**src/hdl/board_pkg.sv**
```systemverilog
// Board package with conditioning timing constants and raw input groupings
package board_pkg;

    // Clocks the system reset is held after external reset and PLL lock
    localparam int RST_SYNC_STAGES = 4;

    // Clocks between debounce samples, shortened for simulation
    localparam int DEBOUNCE_RATE = 16;

    // Equal consecutive samples needed before a new level is accepted
    localparam int DEBOUNCE_SAMPLES = 3;

    // Push buttons and slide switches
    typedef struct packed {
        logic       btnu;
        logic       btnl;
        logic       btnd;
        logic       btnr;
        logic       btnc;
        logic [3:0] sw;
    } gpio_in_t;

    // UART receive and flow control
    typedef struct packed {
        logic rxd;
        logic rts;
    } uart_in_t;

    typedef struct packed {
        logic phy_int_n;
        logic clk_chip_int;
    } irq_in_t;

endpackage

```
**src/hdl/i2c_pkg.sv**
```systemverilog
// I2C package with write command types, bus timing and the clock chip init table
package i2c_pkg;

    // Clocks per quarter SCL period
    localparam int I2C_QUARTER = 8;

    localparam logic [6:0] CLK_CHIP_ADDR = 7'h68;

    localparam int INIT_LEN = 4;

    // One register write: device address, register address, data
    typedef struct packed {
        logic [6:0] dev_addr;
        logic [7:0] reg_addr;
        logic [7:0] data;
    } i2c_write_t;

    // Set when any byte of the write was not acknowledged
    typedef struct packed {
        logic nack;
    } i2c_result_t;

    typedef struct packed {
        logic [7:0] reg_addr;
        logic [7:0] data;
    } i2c_reg_pair_t;

    // Free run, clock select, output enables, then the calibration trigger
    localparam i2c_reg_pair_t INIT_TABLE [INIT_LEN] = '{
        '{8'h00, 8'h54},
        '{8'h0B, 8'h42},
        '{8'h15, 8'hFE},
        '{8'h88, 8'h40}
    };

endpackage

```
**src/hdl/reset_sync.sv**
```systemverilog
// Reset synchronizer with asynchronous assertion and release after PLL lock
`timescale 1ns/1ps

module reset_sync (
    input  logic clk_i,
    input  logic rst_n_i,
    input  logic locked_i,
    output logic rst_o
);
    import board_pkg::*;

    logic                       arst_n;
    logic [RST_SYNC_STAGES-1:0] chain_q;

    // Either external reset or loss of lock clears the chain
    assign arst_n = rst_n_i & locked_i;

    always_ff @(posedge clk_i or negedge arst_n) begin
        if (!arst_n) begin
            chain_q <= '1;
        end else begin
            chain_q <= {chain_q[RST_SYNC_STAGES-2:0], 1'b0};
        end
    end

    assign rst_o = chain_q[RST_SYNC_STAGES-1];

endmodule

```
**src/hdl/signal_sync.sv**
```systemverilog
// Two-flop synchronizer for a group of asynchronous level inputs
`timescale 1ns/1ps

module signal_sync #(
    parameter type T = logic
) (
    input  logic clk_i,
    input  logic rst_n_i,
    input  T     in_i,
    output T     out_o
);

    T meta_q;
    T sync_q;

    // First stage may go metastable, second one settles it
    always_ff @(posedge clk_i or negedge rst_n_i) begin
        if (!rst_n_i) begin
            meta_q <= '0;
            sync_q <= '0;
        end else begin
            meta_q <= in_i;
            sync_q <= meta_q;
        end
    end

    assign out_o = sync_q;

endmodule

```
**src/hdl/debounce_switch.sv**
```systemverilog
// Debouncer that samples buttons and switches at a slow rate and passes stable levels
`timescale 1ns/1ps

module debounce_switch (
    input  logic                clk_i,
    input  logic                rst_n_i,
    input  board_pkg::gpio_in_t in_i,
    output board_pkg::gpio_in_t out_o
);
    import board_pkg::*;

    localparam int W  = $bits(gpio_in_t);
    localparam int CW = $clog2(DEBOUNCE_RATE);

    logic [CW-1:0]               rate_cnt;
    logic                        tick;
    logic [W-1:0]                in_bits;
    logic [W-1:0]                out_q;
    logic [DEBOUNCE_SAMPLES-1:0] hist_q [W];

    assign in_bits = in_i;
    assign tick    = (rate_cnt == CW'(DEBOUNCE_RATE - 1));

    // Sample tick generator
    always_ff @(posedge clk_i or negedge rst_n_i) begin
        if (!rst_n_i) begin
            rate_cnt <= '0;
        end else if (tick) begin
            rate_cnt <= '0;
        end else begin
            rate_cnt <= rate_cnt + CW'(1);
        end
    end

    always_ff @(posedge clk_i or negedge rst_n_i) begin
        if (!rst_n_i) begin
            for (int i = 0; i < W; i++) begin
                hist_q[i] <= '0;
            end
            out_q <= '0;
        end else begin
            for (int i = 0; i < W; i++) begin
                if (tick) begin
                    hist_q[i] <= {hist_q[i][DEBOUNCE_SAMPLES-2:0], in_bits[i]};
                end
                // Mixed history keeps the old level
                if (&hist_q[i]) begin
                    out_q[i] <= 1'b1;
                end else if (~|hist_q[i]) begin
                    out_q[i] <= 1'b0;
                end
            end
        end
    end

    assign out_o = gpio_in_t'(out_q);

endmodule

```
**src/hdl/i2c_write_master.sv**
```systemverilog
// I2C master for three-byte register writes with clock stretching and nack report
`timescale 1ns/1ps

module i2c_write_master (
    input  logic                 clk_i,
    input  logic                 rst_n_i,
    input  logic                 scl_i,
    input  logic                 sda_i,
    input  logic                 cmd_valid_i,
    input  i2c_pkg::i2c_write_t  cmd_i,
    output logic                 cmd_ready_o,
    output logic                 done_o,
    output logic                 scl_o,
    output logic                 sda_o,
    output i2c_pkg::i2c_result_t result_o
);
    import i2c_pkg::*;

    localparam int QW = $clog2(I2C_QUARTER);

    typedef enum logic [2:0] {
        ST_IDLE,
        ST_START,
        ST_DATA,
        ST_ACK,
        ST_STOP
    } state_t;

    state_t        state;
    logic [QW-1:0] q_cnt;
    logic          q_tick;
    logic          stretch;
    logic [1:0]    phase;
    i2c_write_t    cmd_q;
    logic [1:0]    byte_idx;
    logic [2:0]    bit_cnt;
    logic [7:0]    shift_q;
    logic [7:0]    next_byte;
    logic          ack_bad;
    logic          scl_q;
    logic          sda_q;
    logic          done_q;
    i2c_result_t   result_q;

    // SCL released but a target still holds it low
    assign stretch = scl_q && !scl_i;
    assign q_tick  = (q_cnt == QW'(I2C_QUARTER - 1)) && !stretch;

    always_ff @(posedge clk_i or negedge rst_n_i) begin
        if (!rst_n_i) begin
            q_cnt <= '0;
        end else if (state == ST_IDLE || q_tick) begin
            q_cnt <= '0;
        end else if (!stretch) begin
            q_cnt <= q_cnt + QW'(1);
        end
    end

    always_comb begin
        case (byte_idx)
            2'd0:    next_byte = cmd_q.reg_addr;
            default: next_byte = cmd_q.data;
        endcase
    end

    // Each bit is four quarters: SDA set, SCL up, sample, SCL down
    always_ff @(posedge clk_i or negedge rst_n_i) begin
        if (!rst_n_i) begin
            state    <= ST_IDLE;
            phase    <= '0;
            byte_idx <= '0;
            bit_cnt  <= '0;
            ack_bad  <= 1'b0;
            scl_q    <= 1'b1;
            sda_q    <= 1'b1;
            done_q   <= 1'b0;
            result_q <= '0;
        end else begin
            done_q <= 1'b0;
            case (state)
                ST_IDLE: begin
                    if (cmd_valid_i) begin
                        cmd_q    <= cmd_i;
                        byte_idx <= '0;
                        bit_cnt  <= '0;
                        phase    <= '0;
                        ack_bad  <= 1'b0;
                        state    <= ST_START;
                    end
                end
                ST_START: begin
                    if (q_tick) begin
                        if (phase == 2'd0) begin
                            sda_q <= 1'b0;
                            phase <= 2'd1;
                        end else begin
                            scl_q   <= 1'b0;
                            shift_q <= {cmd_q.dev_addr, 1'b0};
                            phase   <= '0;
                            state   <= ST_DATA;
                        end
                    end
                end
                ST_DATA: begin
                    if (q_tick) begin
                        phase <= phase + 2'd1;
                        if (phase == 2'd0) begin
                            sda_q <= shift_q[7];
                        end else if (phase == 2'd1) begin
                            scl_q <= 1'b1;
                        end else if (phase == 2'd3) begin
                            scl_q   <= 1'b0;
                            shift_q <= {shift_q[6:0], 1'b0};
                            bit_cnt <= bit_cnt + 3'd1;
                            if (bit_cnt == 3'd7) begin
                                state <= ST_ACK;
                            end
                        end
                    end
                end
                ST_ACK: begin
                    if (q_tick) begin
                        phase <= phase + 2'd1;
                        if (phase == 2'd0) begin
                            sda_q <= 1'b1;
                        end else if (phase == 2'd1) begin
                            scl_q <= 1'b1;
                        end else if (phase == 2'd2) begin
                            ack_bad <= sda_i;
                        end else begin
                            scl_q <= 1'b0;
                            if (ack_bad || byte_idx == 2'd2) begin
                                state <= ST_STOP;
                            end else begin
                                shift_q  <= next_byte;
                                byte_idx <= byte_idx + 2'd1;
                                state    <= ST_DATA;
                            end
                        end
                    end
                end
                ST_STOP: begin
                    if (q_tick) begin
                        phase <= phase + 2'd1;
                        if (phase == 2'd0) begin
                            sda_q <= 1'b0;
                        end else if (phase == 2'd1) begin
                            scl_q <= 1'b1;
                        end else if (phase == 2'd2) begin
                            sda_q <= 1'b1;
                        end else begin
                            done_q        <= 1'b1;
                            result_q.nack <= ack_bad;
                            state         <= ST_IDLE;
                        end
                    end
                end
                default: state <= ST_IDLE;
            endcase
        end
    end

    assign cmd_ready_o = (state == ST_IDLE);
    assign done_o      = done_q;
    assign result_o    = result_q;
    assign scl_o       = scl_q;
    assign sda_o       = sda_q;

endmodule

```
**src/hdl/clk_chip_init.sv**
```systemverilog
// Init sequencer that writes the clock chip register table over I2C
`timescale 1ns/1ps

module clk_chip_init (
    input  logic                 clk_i,
    input  logic                 rst_n_i,
    input  logic                 start_i,
    input  logic                 cmd_ready_i,
    input  logic                 done_i,
    input  i2c_pkg::i2c_result_t result_i,
    output i2c_pkg::i2c_write_t  cmd_o,
    output logic                 cmd_valid_o,
    output logic                 busy_o,
    output logic                 done_o,
    output logic                 error_o
);
    import i2c_pkg::*;

    localparam int IW = (INIT_LEN > 1) ? $clog2(INIT_LEN) : 1;

    typedef enum logic [1:0] {
        ST_IDLE,
        ST_SEND,
        ST_WAIT
    } state_t;

    state_t        state;
    logic [IW-1:0] idx;
    logic          done_q;
    logic          error_q;

    // Command follows the table index, so it holds while valid is up
    always_comb begin
        cmd_o.dev_addr = CLK_CHIP_ADDR;
        cmd_o.reg_addr = INIT_TABLE[idx].reg_addr;
        cmd_o.data     = INIT_TABLE[idx].data;
    end

    always_ff @(posedge clk_i or negedge rst_n_i) begin
        if (!rst_n_i) begin
            state   <= ST_IDLE;
            idx     <= '0;
            done_q  <= 1'b0;
            error_q <= 1'b0;
        end else begin
            case (state)
                ST_IDLE: begin
                    if (start_i) begin
                        idx     <= '0;
                        done_q  <= 1'b0;
                        error_q <= 1'b0;
                        state   <= ST_SEND;
                    end
                end
                ST_SEND: begin
                    if (cmd_ready_i) begin
                        state <= ST_WAIT;
                    end
                end
                ST_WAIT: begin
                    if (done_i) begin
                        if (result_i.nack) begin
                            // Abandon the rest of the table
                            error_q <= 1'b1;
                            done_q  <= 1'b1;
                            state   <= ST_IDLE;
                        end else if (idx == IW'(INIT_LEN - 1)) begin
                            done_q <= 1'b1;
                            state  <= ST_IDLE;
                        end else begin
                            idx   <= idx + IW'(1);
                            state <= ST_SEND;
                        end
                    end
                end
                default: state <= ST_IDLE;
            endcase
        end
    end

    assign cmd_valid_o = (state == ST_SEND);
    assign busy_o      = (state != ST_IDLE);
    assign done_o      = done_q;
    assign error_o     = error_q;

endmodule

```
**src/hdl/board_support.sv**
```systemverilog
// Board support top with reset, input conditioning and clock chip I2C setup
`timescale 1ns/1ps

module board_support (
    input  logic                clk_i,
    input  logic                rst_n_i,
    input  logic                pll_locked_i,
    input  board_pkg::gpio_in_t gpio_raw_i,
    input  board_pkg::uart_in_t uart_raw_i,
    input  board_pkg::irq_in_t  irq_raw_i,
    input  logic                init_start_i,
    input  logic                scl_i,
    input  logic                sda_i,
    output logic                sys_rst_o,
    output board_pkg::gpio_in_t gpio_o,
    output board_pkg::uart_in_t uart_o,
    output board_pkg::irq_in_t  irq_o,
    output logic                init_busy_o,
    output logic                init_done_o,
    output logic                init_error_o,
    output logic                scl_o,
    output logic                sda_o,
    output logic                clk_chip_rst_n_o,
    output logic                phy_reset_n_o
);
    import board_pkg::*;
    import i2c_pkg::*;

    logic        sys_rst;
    logic        sys_rst_n;
    i2c_write_t  cmd;
    logic        cmd_valid;
    logic        cmd_ready;
    logic        wr_done;
    i2c_result_t wr_result;

    reset_sync rst_sync (
        .clk_i   (clk_i),
        .rst_n_i (rst_n_i),
        .locked_i(pll_locked_i),
        .rst_o   (sys_rst)
    );

    assign sys_rst_n        = ~sys_rst;
    assign sys_rst_o        = sys_rst;
    // External chips leave reset together with the core
    assign clk_chip_rst_n_o = sys_rst_n;
    assign phy_reset_n_o    = sys_rst_n;

    debounce_switch gpio_debounce (
        .clk_i  (clk_i),
        .rst_n_i(sys_rst_n),
        .in_i   (gpio_raw_i),
        .out_o  (gpio_o)
    );

    signal_sync #(.T(uart_in_t)) uart_sync (
        .clk_i  (clk_i),
        .rst_n_i(sys_rst_n),
        .in_i   (uart_raw_i),
        .out_o  (uart_o)
    );

    signal_sync #(.T(irq_in_t)) irq_sync (
        .clk_i  (clk_i),
        .rst_n_i(sys_rst_n),
        .in_i   (irq_raw_i),
        .out_o  (irq_o)
    );

    clk_chip_init chip_init (
        .clk_i      (clk_i),
        .rst_n_i    (sys_rst_n),
        .start_i    (init_start_i),
        .cmd_ready_i(cmd_ready),
        .done_i     (wr_done),
        .result_i   (wr_result),
        .cmd_o      (cmd),
        .cmd_valid_o(cmd_valid),
        .busy_o     (init_busy_o),
        .done_o     (init_done_o),
        .error_o    (init_error_o)
    );

    i2c_write_master i2c_master (
        .clk_i      (clk_i),
        .rst_n_i    (sys_rst_n),
        .scl_i      (scl_i),
        .sda_i      (sda_i),
        .cmd_valid_i(cmd_valid),
        .cmd_i      (cmd),
        .cmd_ready_o(cmd_ready),
        .done_o     (wr_done),
        .scl_o      (scl_o),
        .sda_o      (sda_o),
        .result_o   (wr_result)
    );

endmodule

```
**config.mk**
```make
export PLATFORM = sky130hd
export DESIGN_NAME = board_support
export DESIGN_NICKNAME = d
export VERILOG_FILES = /design/src/hdl/board_pkg.sv /design/src/hdl/i2c_pkg.sv /design/src/hdl/reset_sync.sv /design/src/hdl/signal_sync.sv /design/src/hdl/debounce_switch.sv /design/src/hdl/i2c_write_master.sv /design/src/hdl/clk_chip_init.sv /design/src/hdl/board_support.sv
export SDC_FILE = /design/constraint.sdc
export NUM_CORES = 1
export LEC_CHECK = 0
export ABC_AREA = 1
export BUFFER_PORTS_ARGS = -buffer_cell sky130_fd_sc_hd__buf_2
export CORE_ASPECT_RATIO = 0.8
export CORE_UTILIZATION = 40
export CTS_CLUSTER_DIAMETER = 30
export DETAILED_ROUTE_END_ITERATION = 10
export PLACE_DENSITY = 0.61
export SETUP_SLACK_MARGIN = 0.02
export SYNTH_ARGS = -nofsm -noshare
export SYNTH_HDL_FRONTEND = slang
export SYNTH_HIERARCHICAL = 1
export SYNTH_SLANG_ARGS = --single-unit
```
**constraint.sdc**
```tcl
create_clock -name clk_i -period 3 [get_ports clk_i]
set_input_delay 0.6 -clock clk_i [delete_from_list [all_inputs] [get_ports clk_i]]
set_output_delay 0.6 -clock clk_i [all_outputs]
set_load 0.02 [all_outputs]
```
-- Word level (Yosys, flattened, before mapping)
Cells that the tools add are included.
- bits in registers: 100
- output and inout port bits: 21
- add/sub/neg operators: 6
- magnitude comparators: 1
- equality and inequality tests: 58
- multiplexer cells: 127
- bitwise gates (word level): 6
- reduce and logical (&&, ||, !) cells: 50
- operators by type and width (operator ; number):
    8-bit two-way mux ; 12
    3-bit two-way mux ; 24
    1-bit two-way mux ; 59
    2-bit by 1-bit inequality test with 1-bit output (second input constant) ; 24
    3-bit AND reduction ; 11
    16-bit binary-select mux with 2-bit select ; 1
    16-bit two-way mux ; 2
    2-bit two-way mux ; 16
    2-bit inequality test (second input constant) ; 15
    3-bit OR reduction ; 10
    8-bit case mux with 3 select lines ; 1
    16-bit AND reduction ; 1
    3-bit case mux with 5 select lines ; 1
    13-bit AND reduction ; 1
    2-bit case mux with 3 select lines ; 2
    12-bit AND reduction ; 1
    4-bit AND reduction ; 3
    6-bit AND reduction ; 2
    2-bit == test (second input constant) ; 5
    10-bit AND reduction ; 1
    5-bit AND reduction ; 2
    3-bit == test (second input constant) ; 3
    3-bit by 1-bit inequality test with 1-bit output (second input constant) ; 3
    1-bit case mux with 4 select lines ; 2
    other kinds (25) ; 46

-- Logic depth before layout (Yosys ltp)
- word-level depth: 8
- gate-level depth with buffers: 10
- gate-level depth less buffers: 9

-- By module
Netlist, hierarchy kept.
- modules (own cells, without submodules) (module ; times used ; cells each ; area an instance (sq um) ; sequential area each (sq um)):
    i2c_write_master ; 1 ; 267 ; 2527.4 ; 1383.8
    debounce_switch ; 1 ; 201 ; 1826.8 ; 1001.0
    clk_chip_init ; 1 ; 73 ; 535.5 ; 150.1
    signal_sync ; 2 ; 4 ; 100.1 ; 100.1
    reset_sync ; 1 ; 7 ; 116.4 ; 105.1
    board_support ; 1 ; 2 ; 11.3 ; 0.0

-- Least setup slack after synthesis
No wires, ideal clock.
- path kind: register -> register
- from: register rst_sync.chain_q[3]
- to: register i2c_master/cmd_q[0] (netlist name), enable pin
- library setup time: 432 ps
- arrival time: 3928 ps
- data required time: 2568 ps
- slack: -1360 ps
- cell stages (with the launch flop): 4
- buffers on the path: 0
- cells stage by stage: dfstp_2 -> inv_1 -> inv_1 -> nor3_1
- longest elaborated chain between the ends: 2
- ends and longest elaborated chain (element ; RTL line ; text):
    start: declaration ; reset_sync.sv:13 ; logic [RST_SYNC_STAGES-1:0] chain_q;
    start signal: assignment ; reset_sync.sv:22 ; chain_q <= {chain_q[RST_SYNC_STAGES-2:0], 1'b0};
    1-bit inverter (no source line) ; - ;
    named net clk_chip_rst_n_o ; board_support.sv:23 ; output logic clk_chip_rst_n_o,
    3-bit AND reduction (no source line) ; - ;
    end signal: assignment ; i2c_write_master.sv:83 ; cmd_q <= cmd_i;
    end: declaration ; i2c_write_master.sv:34 ; i2c_write_t cmd_q;
The timed path passes the listed nets, and every way through them passes these cells.
A chain may end at the register's enable or synchronous reset.

-- Final worst setup path
- from: register rst_sync.chain_q[3]
- to: output port clk_chip_rst_n_o
- longest elaborated chain between the ends: 1
- ends and longest elaborated chain (element ; RTL line):
    1-bit inverter (no source line) ; -
    end: declaration ; board_support.sv:23
Every way passes these cells.

==> results.sh <==
export IMPL_cts_htree_levels=3
export IMPL_die_w_um=130
export IMPL_core_area_mm2=0.0124
export IMPL_clock_root_buffer="clkbuf_16"
export IMPL_max_cap_viol_count=0
export IMPL_die_y_um=104
export IMPL_numCtsBuffers=9
export IMPL_cp_slowest_stage_delay_ns=0.55
export IMPL_cts_setup_buffers=0
export IMPL_drtIter0Drc=248
export IMPL_grt_total_usage_pct=14.8
export IMPL_pre_cts_slack_ns=0.712
export IMPL_worst_slew_pin_slew_ns=0.743
export IMPL_ant_nets=0
export IMPL_worstPathMaxFanout=23
export IMPL_syn2layout_area_growth_pct=10.4
export IMPL_cp_required_ns=2.40
export IMPL_grt_pass1_wl_um=15600
export IMPL_cts_resized_gates=0
export IMPL_final_layout_size_suffix_gt1_share_pct=20.8
export IMPL_clock_skew_ns=0.00554
export IMPL_via_per_inst=4.57
export IMPL_yosysWarnings=6
export IMPL_num_vias=3503
export IMPL_hold_buffers=0
export IMPL_portBuffers=39
export IMPL_grt_ovfl_total=0
export IMPL_dp_hpwl_um=6470
export IMPL_critPathKind="reg2out"
export IMPL_power_density_mw_per_mm2=579
export IMPL_fill_cells=1200
export IMPL_first_pass_iters=4
export IMPL_hp_class="reg2async"
export IMPL_setup_tns_final_ns=0
export IMPL_setup_viol=0
export IMPL_synth_area_mm2=0.00522
export IMPL_crit_chain="clkinvlp_4 -> buf_2"
export IMPL_finalNetCount=626
export IMPL_slowest_stage="dfstp_2"
export IMPL_clock_sinks=107
export IMPL_end_kind="output port"
export IMPL_wl_per_cell_um=11.8
export IMPL_path_clk_slew_ns=0.07
export IMPL_instances_no_fill=767
export IMPL_final_common_cell="nand2_1"
export IMPL_power_total_mw=3.34
export IMPL_crit_path_start_kind="register"
export IMPL_antenna_found_initial=0
export IMPL_routed_wl_um=9050
export IMPL_max_slew_margin_pct=50.5
export IMPL_cellLeakagePower_nw=2.92
export IMPL_period_minus_slack_ns=2.31
export IMPL_dieArea_mm2=0.0135
export IMPL_syn_avg_cell_area_um2=9.35
export IMPL_most_common_layout_cells="nand2_1 (152), inv_1 (91), dfrtp_1 (70)"
export IMPL_arrival_ns=1.71
export IMPL_post_route_period_util_pct=76.9
export IMPL_rsz0062_at_grt="false"
export IMPL_grt_max_degree=56
export IMPL_netlist_instances=558
export IMPL_ys_ff_latch=107
export IMPL_grt_pass1_vias=3324
export IMPL_timing_hold_ws_ns=0.306
export IMPL_place_inst=751
export IMPL_max_vdd_ir_drop_mv=0.277
export IMPL_yosysSeqAreaShare_pct=54.4
export IMPL_clockBufferDepth=2
export IMPL_ios=40
export IMPL_drv_slew=0
export IMPL_initial_core_util_pct=42.0
export IMPL_setup_slack_ns=0.693
export IMPL_status="finished, final reports clean"
export IMPL_antenna_cells=0
export IMPL_std_cell_rows=36
export IMPL_fmax_ghz=0.433
export IMPL_cts_tree="built"
export IMPL_hold_viol=0
export IMPL_ys_types=35
export IMPL_drc=0
export IMPL_routabilityCongestion=0.866
export IMPL_clkLatencyLatePin_ns=0.35
[power breakdown]
group	total, mW	switching [mW]	internal, mW
registers	1.65	0.0645	1.59
logic	0.451	0.288	0.163
clock network	1.23	0.543	0.688
[worst max-delay path, delay by kind of cell, from the launching register on]
kind                   cells  cell delay, ns
buffers and inverters      2            0.79
flip-flops                 1            0.55
[area by class of cell]
cell class                 count  area [µm²]  area share [%]
timing repair buffer          42         218            3.78
inverter                      95         360            6.26
tap                          171         214            3.71
clock inverter                 6        77.6            1.35
sequential                   107        2840            49.3
multi-input combinational    336        1810            31.5
clock buffer                  10         239            4.15
[Yosys cell counts]
master / instances / area share, %
nand2_1: 152 / 11
inv_1: 92 / 6.6
dfrtp_1: 70 / 34
nand3_1: 36 / 3.5
edfxtp_1: 31 / 18
nor2_1: 28 / 2.0
o21ai_2: 28 / 4.7
buf_4: 19 / 2.7
ha_1: 16 / 3.8
nand2_2: 11 / 1.3
buf_6: 9 / 1.9
nand4_1: 8 / 0.96
o21ai_0: 8 / 0.77
o211ai_1: 7 / 1.0
dfstp_2: 6 / 3.0
a21oi_1: 4 / 0.38
nor2_4: 4 / 0.86
conb_1: 3 / 0.22
inv_2: 3 / 0.22
nor3_1: 3 / 0.29
o21ai_1: 3 / 0.29
nand3_2: 2 / 0.38
nand3b_1: 2 / 0.29
nor2_2: 2 / 0.24
a21boi_2: 1 / 0.22
a21oi_2: 1 / 0.17
clkbuf_1: 1 / 0.072
mux2_2: 1 / 0.22
nand2_4: 1 / 0.22
nand3_4: 1 / 0.34
nor3_2: 1 / 0.19
o22ai_2: 1 / 0.24
or2_2: 1 / 0.12
xnor2_1: 1 / 0.17
xor2_1: 1 / 0.17
[registers in the layout, indices dropped and copies added (netlist names), 2 cells and up]
signal	count
i2c_master/phase	2
chip_init/idx	2
chip_init/state	2
i2c_master/byte_idx	2
i2c_master/shift_q	8
irq_sync/meta_q	2
i2c_master/state	3
rst_sync/chain_q	4
i2c_master/q_cnt	3
i2c_master/bit_cnt	3
uart_sync/meta_q	2
gpio_debounce/hist_q	27
i2c_master/cmd_q	23
uart_sync/out_o	2
irq_sync/out_o	2
gpio_debounce/rate_cnt	4
gpio_debounce/out_o	9
[path summary, 6_finish.rpt]
kind / from / to / slack, ns / cells after the start
min in group clk_i: uart_raw_i[1] / uart_sync/meta_q[1] / 0.35 / 1
max in group asynchronous: rst_sync/chain_q[3] / gpio_debounce/out_o[5] / 1.94 / 2
hold / removal: rst_sync/chain_q[3] / gpio_debounce/rate_cnt[3] / 0.31 / 1
hold reg to reg: rst_sync/chain_q[3] / gpio_debounce/rate_cnt[3] / 0.31 / 1
setup reg to reg: i2c_master/phase[0] / i2c_master/shift_q[6] / 0.90 / 7
setup / recovery: rst_sync/chain_q[3] / clk_chip_rst_n_o / 0.69 / 2
[per-layer routing]
| layer | GRT usage [%] | share of wire [%] |
|---|---|---|
| met1 | 20.5 | 49 |
| met2 | 21.7 | 44 |
| met3 | 4.78 | 6.2 |
| met4 | 5.15 | 1.4 |
| met5 | 0 | 0 |
[per-stage QoR]
| step | util (%) | instance area (µm²) |
|---|---|---|
| floorplan | - | 5260 |
| global placement | 43.8 | 5440 |
| detailed placement | 43.8 | 5440 |
| CTS | 46.3 | 5760 |
| global route | 46.3 | 5760 |
| finish | 46.3 | 5760 |
[logic make-up (layout without fill, tap and decap cells)]
kind of cell / Yosys count / count (layout) / share of synthesized area (%)
AOI/OAI and AO/OA: 53 / 53 / 7.77
xor gates and xnor gates: 2 / 2 / 0.336
adders and majority gates: 16 / 16 / 3.84
buffers and inverters: 124 / 153 / 11.6
DFF: 107 / 107 / 54.4
muxes: 1 / 1 / 0.216
other: 3 / 12 / 0.216
and+or+nand+nor: 252 / 252 / 21.6
(Power assumes the default switching activity.)
